**src/lsu_defs.svh**
```systemverilog
// ----------------------------------------
// Store buffer depth, bus widths and
// memory access size codes
// ----------------------------------------
`ifndef LSU_DEFS_SVH
`define LSU_DEFS_SVH

`define ST_BUF_NUM_ENTRIES 8 // Power of two

`define LSU_ADDR_W 64
`define LSU_DATA_W 64

`define SIZE_B 4'b0000 // Byte
`define SIZE_H 4'b0001 // Half word
`define SIZE_W 4'b0010 // Word
`define SIZE_D 4'b0011 // Double word
`define SIZE_Q 4'b0111 // Quad word

`endif

```
**src/lsu_pkg.sv**
```systemverilog
// ----------------------------------------
// LSU types: size code, store, load and
// memory write request structs
// ----------------------------------------
`include "lsu_defs.svh"

package lsu_pkg;

    typedef logic [3:0] mem_size_t; // Access size code, see SIZE_* macros

    // One store as it leaves execute
    typedef struct packed {
        logic [`LSU_ADDR_W-1:0] addr;
        logic [`LSU_DATA_W-1:0] data;
        mem_size_t              size;
        logic [3:0]             tag;  // Tracing only
    } st_req_t;

    // One load, also used as the memory read request
    typedef struct packed {
        logic [`LSU_ADDR_W-1:0] addr;
        mem_size_t              size;
        logic [3:0]             tag;
    } ld_req_t;

    // Write request towards data memory
    typedef struct packed {
        logic [`LSU_ADDR_W-1:0] addr;
        logic [`LSU_DATA_W-1:0] data;
        mem_size_t              size;
    } mem_wr_t;

endpackage

```
**src/load_gate.sv**
```systemverilog
// ----------------------------------------
// One-entry load holding register, released
// to memory once no store collides
// ----------------------------------------
`timescale 1ns/1ps
`include "lsu_defs.svh"

module load_gate import lsu_pkg::*; (
    input  logic                   clk_i,
    input  logic                   rstn_i,
    input  logic                   ld_valid_i,   // Load strobe from execute
    input  ld_req_t                ld_req_i,
    input  logic                   collision_i,  // From the store buffer check
    output logic [`LSU_ADDR_W-1:0] check_addr_o, // Held load address for the check
    output mem_size_t              check_size_o,
    output logic                   busy_o,       // A load is held
    output logic                   mem_rd_o,     // One cycle read strobe
    output ld_req_t                mem_rd_req_o
);

    ld_req_t held_q;   // Payload, no reset
    logic    busy_q;
    logic    release_ld;

    // Goes out in the first held cycle without collision
    assign release_ld = busy_q & ~collision_i;

    always_ff @(posedge clk_i or negedge rstn_i) begin
        if (!rstn_i) begin
            busy_q <= 1'b0;
        end else if (ld_valid_i) begin
            busy_q <= 1'b1;
        end else if (release_ld) begin
            busy_q <= 1'b0; // Clears on the strobe edge
        end
    end

    always_ff @(posedge clk_i) begin
        if (ld_valid_i) begin
            held_q <= ld_req_i;
        end
    end

    // Flush leaves the held load alone, it waits out the check

    assign check_addr_o = held_q.addr;
    assign check_size_o = held_q.size;
    assign busy_o       = busy_q;
    assign mem_rd_o     = release_ld;
    assign mem_rd_req_o = held_q;

endmodule

```
**src/lsu_top.sv**
```systemverilog
// ----------------------------------------
// LSU store path top: buffer, drain engine
// and load gate
// ----------------------------------------
`timescale 1ns/1ps
`include "lsu_defs.svh"

module lsu_top import lsu_pkg::*; (
    input  logic    clk_i,
    input  logic    rstn_i,
    input  logic    flush_i,
    input  logic    st_valid_i,   // Store strobe
    input  st_req_t st_req_i,
    input  logic    ld_valid_i,   // Load strobe
    input  ld_req_t ld_req_i,
    input  logic    mem_wr_ack_i,
    output logic    st_full_o,    // Raised one entry early
    output logic    st_empty_o,
    output logic    ld_busy_o,
    output logic    mem_wr_o,
    output mem_wr_t mem_wr_req_o,
    output logic    mem_rd_o,
    output ld_req_t mem_rd_req_o
);

    st_req_t                head_entry;
    logic                   advance_head;
    logic                   collision;
    logic [`LSU_ADDR_W-1:0] check_addr;
    mem_size_t              check_size;

    store_buffer u_store_buffer (
        .clk_i          (clk_i),
        .rstn_i         (rstn_i),
        .flush_i        (flush_i),
        .write_enable_i (st_valid_i),
        .advance_head_i (advance_head),
        .entry_i        (st_req_i),
        .load_addr_i    (check_addr),
        .load_size_i    (check_size),
        .head_entry_o   (head_entry),
        .empty_o        (st_empty_o),   // Also feeds the drain engine
        .full_o         (st_full_o),
        .collision_o    (collision)
    );

    store_drain u_store_drain (
        .clk_i          (clk_i),
        .rstn_i         (rstn_i),
        .flush_i        (flush_i),
        .head_entry_i   (head_entry),
        .empty_i        (st_empty_o),
        .mem_wr_ack_i   (mem_wr_ack_i),
        .mem_wr_o       (mem_wr_o),
        .mem_wr_req_o   (mem_wr_req_o),
        .advance_head_o (advance_head)
    );

    load_gate u_load_gate (
        .clk_i          (clk_i),
        .rstn_i         (rstn_i),
        .ld_valid_i     (ld_valid_i),
        .ld_req_i       (ld_req_i),
        .collision_i    (collision),
        .check_addr_o   (check_addr),
        .check_size_o   (check_size),
        .busy_o         (ld_busy_o),
        .mem_rd_o       (mem_rd_o),
        .mem_rd_req_o   (mem_rd_req_o)
    );

endmodule

```
**src/store_buffer.sv**
```systemverilog
// ----------------------------------------
// In-order store FIFO with flush, early
// full flag and load collision detector
// ----------------------------------------
`timescale 1ns/1ps
`include "lsu_defs.svh"

module store_buffer import lsu_pkg::*; (
    input  logic                   clk_i,
    input  logic                   rstn_i,
    input  logic                   flush_i,        // Drop every entry
    input  logic                   write_enable_i, // Store strobe from execute
    input  logic                   advance_head_i, // Head store written to memory
    input  st_req_t                entry_i,
    input  logic [`LSU_ADDR_W-1:0] load_addr_i,    // Held load to check
    input  mem_size_t              load_size_i,
    output st_req_t                head_entry_o,   // Oldest store
    output logic                   empty_o,
    output logic                   full_o,
    output logic                   collision_o     // Load overlaps a queued store
);

    localparam int num_entries = `ST_BUF_NUM_ENTRIES;
    localparam int ptr_w       = $clog2(num_entries);

    localparam mem_size_t size_h = `SIZE_H;
    localparam mem_size_t size_w = `SIZE_W;
    localparam mem_size_t size_d = `SIZE_D;
    localparam mem_size_t size_q = `SIZE_Q;

    st_req_t                entry_table [num_entries]; // Payload, no reset
    logic [num_entries-1:0] valid_table;

    logic [ptr_w-1:0] head;  // Oldest entry
    logic [ptr_w-1:0] tail;  // Next free slot
    logic [ptr_w:0]   count; // One bit wider so a full table is visible

    logic push;
    logic pop;

    // Lowest address bit compared, set by the coarser of the two sizes
    function automatic logic [2:0] align_lsb(input mem_size_t a, input mem_size_t b);
        logic [2:0] lsb;
        lsb = 3'd0; // Byte against byte, exact match
        if (a == size_q || b == size_q) begin
            lsb = 3'd4;
        end else if (a == size_d || b == size_d) begin
            lsb = 3'd3;
        end else if (a[1:0] == size_w[1:0] || b[1:0] == size_w[1:0]) begin
            lsb = 3'd2;
        end else if (a[1:0] == size_h[1:0] || b[1:0] == size_h[1:0]) begin
            lsb = 3'd1;
        end
        return lsb;
    endfunction

    assign push = write_enable_i & (count < (ptr_w+1)'(num_entries)); // Drop on true full
    assign pop  = advance_head_i & (count != '0);

    // Entry storage
    always_ff @(posedge clk_i) begin
        if (push) begin
            entry_table[tail] <= entry_i;
        end
    end

    always_ff @(posedge clk_i or negedge rstn_i) begin
        if (!rstn_i) begin
            valid_table <= '0;
        end else if (flush_i) begin
            valid_table <= '0;
        end else begin
            if (push) valid_table[tail] <= 1'b1;
            if (pop)  valid_table[head] <= 1'b0;
        end
    end

    // Pointers and occupancy
    always_ff @(posedge clk_i or negedge rstn_i) begin
        if (!rstn_i) begin
            head  <= '0;
            tail  <= '0;
            count <= '0;
        end else if (flush_i) begin
            head  <= '0;
            tail  <= '0;
            count <= '0;
        end else begin
            head  <= head + ptr_w'(pop);  // Wraps, depth is a power of two
            tail  <= tail + ptr_w'(push);
            count <= count + (ptr_w+1)'(push) - (ptr_w+1)'(pop);
        end
    end

    always_comb begin : collision_detector
        logic [11:0] match_mask;
        collision_o = 1'b0;
        for (int j = 0; j < num_entries; j++) begin
            // Page bits ignored, only the offset inside 4 KiB counts
            match_mask = 12'hfff << align_lsb(load_size_i, entry_table[j].size);
            if (valid_table[j] &&
                ((entry_table[j].addr[11:0] ^ load_addr_i[11:0]) & match_mask) == 12'h000) begin
                collision_o = 1'b1;
            end
        end
    end

    assign head_entry_o = (count != '0) ? entry_table[head] : '0;
    assign empty_o      = (count == '0);
    // One entry early, and held high during flush and reset
    assign full_o = (count >= (ptr_w+1)'(num_entries - 1)) | flush_i | ~rstn_i;

endmodule

```
**src/store_drain.sv**
```systemverilog
// ----------------------------------------
// Drain FSM writing the head store to
// memory and waiting for its acknowledge
// ----------------------------------------
`timescale 1ns/1ps

module store_drain import lsu_pkg::*; (
    input  logic    clk_i,
    input  logic    rstn_i,
    input  logic    flush_i,        // Abandon write in flight
    input  st_req_t head_entry_i,   // Oldest store in the buffer
    input  logic    empty_i,
    input  logic    mem_wr_ack_i,   // One cycle acknowledge from memory
    output logic    mem_wr_o,       // One cycle write strobe
    output mem_wr_t mem_wr_req_o,
    output logic    advance_head_o  // Retire the head entry
);

    typedef enum logic {
        drain_idle,
        drain_wait  // Write issued, acknowledge pending
    } drain_state_t;

    drain_state_t state;
    logic         wr_q;
    mem_wr_t      req_q; // Held stable while waiting
    logic         issue;

    assign issue = (state == drain_idle) & ~empty_i & ~flush_i;

    always_ff @(posedge clk_i or negedge rstn_i) begin
        if (!rstn_i) begin
            state <= drain_idle;
            wr_q  <= 1'b0;
        end else begin
            wr_q <= issue; // Strobe lasts one cycle
            if (flush_i) begin
                state <= drain_idle; // Late ack then falls into idle
            end else if (issue) begin
                state <= drain_wait;
            end else if (state == drain_wait && mem_wr_ack_i) begin
                state <= drain_idle;
            end
        end
    end

    // Capture the head entry when the write starts
    always_ff @(posedge clk_i) begin
        if (issue) begin
            req_q.addr <= head_entry_i.addr;
            req_q.data <= head_entry_i.data;
            req_q.size <= head_entry_i.size;
        end
    end

    assign mem_wr_o       = wr_q;
    assign mem_wr_req_o   = req_q;
    assign advance_head_o = (state == drain_wait) & mem_wr_ack_i; // Ack in idle ignored

endmodule

```
**config.mk**
```make
export PLATFORM = sky130hd
export DESIGN_NAME = lsu_top
export DESIGN_NICKNAME = d
export VERILOG_FILES = /design/src/lsu_pkg.sv /design/src/load_gate.sv /design/src/lsu_top.sv /design/src/store_buffer.sv /design/src/store_drain.sv
export VERILOG_INCLUDE_DIRS = /design/src
export SDC_FILE = /design/constraint.sdc
export NUM_CORES = 1
export LEC_CHECK = 0
export BUFFER_PORTS_ARGS = -buffer_cell sky130_fd_sc_hd__buf_2
export CORE_MARGIN = 2
export CORE_UTILIZATION = 59
export CTS_CLUSTER_DIAMETER = 80
export DETAILED_ROUTE_END_ITERATION = 12
export HOLD_SLACK_MARGIN = 0.08
export PLACE_DENSITY = 0.91
export SLEW_MARGIN = 15
export SYNTH_ARGS = -nofsm -noshare
export SYNTH_HDL_FRONTEND = slang
export SYNTH_SLANG_ARGS = --single-unit
```
**constraint.sdc**
```tcl
create_clock -name clk_i -period 13.1 [get_ports clk_i]
set_clock_uncertainty 0.15 [all_clocks]
set_input_delay 3.93 -clock clk_i [delete_from_list [all_inputs] [get_ports clk_i]]
set_output_delay 3.93 -clock clk_i [all_outputs]
set_load 0.02 [all_outputs]
```
# --- Word-level counts from Yosys, hierarchy flattened ---
# Memory sizes are Yosys's and may differ from the RTL's. A register that Yosys moved wholly into a read port is not among the register bits.
# Cells that the tools add are included.
# Widths: inputs -> output; s select.
totals:
  ff_bits: 93
  input_bits: 214
  n_memories: 1
  elab_cells: 211
  mem_bits_rw: 1088
mem_list:
  columns: ["name", "words", "word_bits", "read_ports", "rd_ports_with_merged_regs", "write_ports", "line_no", "text"]
  rows:
  - ["u_store_buffer.entry_table", 8, 136, 9, 1, 1, "store_buffer.sv:31", "st_req_t entry_table [num_entries];"]
classes:
  n_eq_ne: 36
  bitwise: 32
  n_addsub: 4
  reduce_logical: 56
  n_lt_le_gt_ge: 6
  n_shift: 8
  n_mux: 58
ops:
  columns: ["op", "n"]
  rows:
  - ["$and 12x12->12", 8]
  - ["$logic_not 12->1", 8]
  - ["$shl 12x3->12 const A", 8]
  - ["$xor 12x12->12", 8]
  - ["$mux 3", 26]
  - ["$eq 4x2->1 const B", 9]
  - ["$eq 4x3->1 const B", 9]
  - ["$logic_or 1x1->1", 32]
  - ["$mux 8", 4]
  - ["$mux 1", 25]
  - ["$eq 2x1->1 const B", 9]
  - ["$eq 2x2->1 const B", 9]
  - ["$logic_and 1x1->1", 11]
  - ["$and 8x8->8", 1]
  - ["$lt 3x4->1 const B", 2]
  - ["$not 8->8", 1]
  - ["$or 8x8->8", 1]
  - ["$add 3x1->3", 2]
  - ["$and 1x1->1", 6]
  - ["$demux 1 s3", 2]
  - ["$ge 3x1->1 const B", 2]
  - ["$not 1->1", 5]
  - ["$add 4x1->4", 1]
  - ["$ge 4x3->1 const B", 1]
  - ["other kinds (9)", 10]

# --- Longest topological paths before layout ---
# An unclocked memory read counts as a cell.
depth:
  word_depth: 23
  ltp_mapped: 11
  depth_no_buf: 11

# --- By module ---
# From an unflattened synthesis, not the netlist that was laid out.
hier_totals:
  hier_cells: 2506
  area_unflattened_um2: 47853.4
modules_own_cells:
  columns: ["mod", "cells_each", "n_inst", "area_per_inst_um2"]
  rows:
  - ["store_buffer", 2225, 1, 41098.2]
  - ["store_drain", 138, 1, 4043.9]
  - ["load_gate", 143, 1, 2711.4]

# --- Least setup slack after synthesis ---
# No wires, ideal clock.
synth_path:
  path_kind: "input port to flip-flop"
  startpoint: "input port flush_i"
  endpoint: "register u_store_drain.wr_q, in the netlist u_store_drain.mem_wr_o"
  required_time_ns: 11.909
  cell_stages: 2
  setup_slack_ns: -1.277
  arrival_time_ns: 13.186
  n_path_buf: 1
  cell_sequence: "clkbuf_1 nor3_1"
synth_via:
  elab_chain_cells: 2
synth_lines:
  columns: ["item", "line_no", "text"]
  rows:
  - ["start: declaration", "lsu_top.sv:11", "input logic flush_i,"]
  - ["$not 1->1", "store_drain.sv:29", "assign issue = (state == drain_idle) & ~empty_i & ~flush_i;"]
  - ["$and 1x1->1", "store_drain.sv:29", null]
  - ["named net u_store_drain.issue", "store_drain.sv:27", "logic issue;"]
  - ["end signal: assignment", "store_drain.sv:36", "wr_q <= issue;"]
  - ["end: declaration", "store_drain.sv:25", "logic wr_q;"]
# The timed path passes the listed nets, and every way through them passes these cells.
# A chain may end at the register's enable or synchronous reset.

# --- Worst setup path after layout ---
layout_path:
  startpoint: "input port rstn_i"
  endpoint: "output port st_full_o"
layout_via:
  elab_chain_cells: 2
layout_lines:
  columns: ["item", "line_no", "text"]
  rows:
  - ["start: declaration", "lsu_top.sv:10", "input logic rstn_i,"]
  - ["$not 1->1", "store_buffer.sv:111", "assign full_o = (count >= (ptr_w+1)'(num_entries - 1)) | flush_i | ~rstn_i;"]
  - ["$or 1x1->1", "store_buffer.sv:111", null]
  - ["end: declaration", "lsu_top.sv:17", "output logic st_full_o,"]
# No other way between the ends.

==> summary.txt <==
STA
  • Slew headroom: 14.96%
  • Final setup fails: 0
  • Hold Vio Cnt, Final: 0
  • Slew Limit Fails: 0
  • TNS Setup: 0 ns
  • Fin crit period: 8.829 ns
  • Slew @ Worst Pin: 1.276 ns
  • Achievable Freq: 113.3 MHz
  • Crit share post-route: ~67%
  • Setup ws final: 4.271 ns
  • RSZ-0062 raised after global routing: false

Pwr
  • Switching Share: 26.82%
  • Clk pwr share: 32.4%
  • Psw: approximately 2.7 mW
  • Power Total: a little over 10 mW
  • VDD IR max: 0.1391 mV
  • PwrDens: 180.9 nW/um^2
  • Static Leakage: 17.95 nW
  • Sequential share of power: 50.9%
  • Internal: around 7.4 mW
  • Gate power share: 16.7%

Synthesis
  • Cell variety after synth: 46
  • Synth Area in Compound Gates: less than 1%
  • Synth async-reset ratio: 1.639%
  • Most frequent cell after synthesis: edfxtp_1
  • Synth top area share: between 70 and 80%
  • Synth Flop Type: edfxtp_1
  • Mux share of post-synthesis cell area: between 10 and 15%
  • Cells after Synth: 2193
  • Yosys warns: 0
  • Register area share after synthesis: 78.94%
  • Seq cells post-synth: 1281
  • Top post-synthesis cells by count: edfxtp_1 (1260), mux4_2 (264), nor2_1 (160)
  • Largest area contributor in the synthesized netlist: edfxtp_1
  • Synth Area in XOR/XNOR: 1.784%
  • Syn Nets: 2418
  • Main combinational cell family by area after synthesis: multiplexers
  • Top post-synthesis cells by area: edfxtp_1 (78%), mux4_2 (12%), mux2i_1 (2.7%)
  • Syn avg cell area: about 22 um^2
  • Post-synthesis adder-cell area fraction: 0.2987%
  • Mapped Area: 48600 um^2
  • Number of flops mapped to enable cells by yosys: 1260
  • Post-Synth Simple-Gate Area: 2.188%

Route
  • DRC violation count after routing: 0
  • DR iter-0 viols: between 1500 and 2000
  • Via total after detailed routing: 23710
  • Drt via density: just over 6
  • Drt wl/cell: ~28 um
  • DRT Pass-1 Iters: 5
  • Drt total wl: 107600 um
  • Remaining antenna violation count: 0

Die
  • Die ar.: 84680 um^2
  • Die Wd: 291 um
  • Std cell rows: 105
  • I/O pin cnt: ~420
  • Core ar.: 81850 um^2
  • Starting density of the core: 59.38%
  • Chip Height: 291 um

Clocking
  • Reg clk slew, reported paths: approximately 0.060 ns
  • TritonCTS clock tree: done
  • Root buf cell: clkbuf_16
  • Post-CTS Setup Inserts: 0
  • Clock buffer depth: 3
  • Hold-fix buffers at CTS: 0
  • CTS resizes: 0
  • Clk_lat worst skew: 0.69 ns
  • CTS H-tree lvls: 3
  • Total CTS buffers: ~120
  • Clk sinks: 1281

Global routing
  • Vias in the first global route: ~25000
  • GRT Util Overall: about a quarter
  • First-pass GRT wire length: 160000 um
  • Initial antenna violation count: 33
  • Largest net degree at the start of global routing: 149
  • Overflow after GRT: 0

Worst setup path
  • Setup Crit Path Kind: in -> out
  • Arr. time, crit path: 4.75 ns
  • Worst Path Required: roughly 9.0 ns
  • Type of origin of the critical path: primary input
  • CP Max Fanout: 22
  • Crit. End Element: output port

Place
  • GPL Wtd Cong: 0.8624
  • Placed Instances: about 3600
  • Place WS: 4.287 ns
  • Port Buffers: 418
  • Dpl hpwl: 60060 um

Finish
  • Share of layout cells above drive strength 1: 32.55%
  • Non-filler cells, final: 3846
  • Synth-to-Final Area Change: 14.63%
  • Final Util: 68.06%
  • Net count, final: 2884

Hold path
  • Worst hold path type: reg -> reg

Job
  • Max_cap viols: 0

Outcome
  • Status: finished clean
layout make-up:
| class | count | area [um^2] |
|---|---|---|
| Antenna cell | 20 | 50.05 |
| Multi-Input combinational cell | 794 | 9817 |
| Timing Repair Buffer | 450 | 2377 |
| Clock inverter | 80 | 653.1 |
| Sequential cell | 1281 | 38370 |
| Tap cell | 1070 | 1339 |
| Clock buffer | 138 | 3049 |
| Inverter | 13 | 48.80 |
| Fill cell | 4855 | 26140 |
power by group through the flow:
stage,registers [mW],clock network [mW],logic [mW]
floorplan,5.38,0,0.924
global placement,5.19,0,1.63
detailed placement,5.21,0,1.69
CTS,5.14,3.32,1.71
global route,5.16,3.46,1.80
finish,5.13,3.26,1.68
path summary, 6_finish.rpt:
path	from	end	slack [ns]	cells after the start
hold reg to reg	u_store_buffer.valid_table[2]	u_store_buffer.valid_table[2]	0.42	2
max in group asynchronous	rstn_i	u_store_buffer.head[0]	9.30	1
setup reg to reg	u_store_buffer.head[0]	u_store_drain.mem_wr_req_o[50]	8.71	5
hold / removal	u_store_buffer.valid_table[2]	u_store_buffer.valid_table[2]	0.42	2
min in group asynchronous	rstn_i	u_store_drain.mem_wr_o	3.07	1
setup / recovery	rstn_i	st_full_o	4.27	3
metal layers:
layer  vias to the layer above  track usage (%)  share of wire [%]
li1                       9941                -                  -
met1                     12390            32.24                 37
met2                      1113            43.84                 53
met3                       250            4.910                7.0
met4                        24            11.01                3.5
met5                         -                0               0.14
placed cells by master, fill, tap and decap left out, drive strengths merged, types with 2 or more instances in the layout:
master,instances
a211oi,6
a21oi,5
a221oi,2
a311oi,2
a41oi,5
and2,2
buf,450
bufinv,6
clkbuf,138
clkinv,61
clkinvlp,7
dfrtp,21
diode,20
edfxtp,1260
ha,10
inv,19
mux2i,132
mux4,264
nand2,8
nand2b,4
nand3,3
nand3b,4
nand4,9
nor2,160
nor2b,25
nor3,9
nor4,9
o2111ai,6
o21ai,9
o21bai,5
o311ai,7
xnor2,52
xor2,47
kinds of logic after synthesis:
logic type | after synthesis
flops | 1281
mux | 396
simple gates | 237
buf+inv | 118
xor+xnor | 99
compound gates | 51
fa+ha+maj | 11
worst max-delay path, stage by stage:
cell     delay, ns
buf_2         0.45
nand3_1       0.16
buf_2         0.21
registers in the layout (all words and copies together), names as in the netlist:
name                        flops
u_load_gate.mem_rd_req_o        4
u_store_buffer.head             3
u_load_gate.check_addr_o       64
u_store_buffer.valid_table      8
u_store_buffer.entry_table   1056
u_store_buffer.count            4
u_store_drain.mem_wr_req_o    132
u_load_gate.check_size_o        4
u_store_buffer.tail             3
u_store_drain.mem_wr_o          1
u_store_drain.state             1
u_load_gate.busy_o              1
through the flow:
| stage | hold slack, ns | area (um^2) |
|---|---|---|
| after floorplan | 0.3670 | 48610 |
| after CTS | 0.4171 | 55660 |
| after global placement | 0.4135 | 51930 |
| after global routing | 0.4585 | 55700 |
| after detailed placement | 0.4092 | 51950 |
| final | 0.4163 | 55710 |
Note: power is estimated with default switching activity, not from simulation.
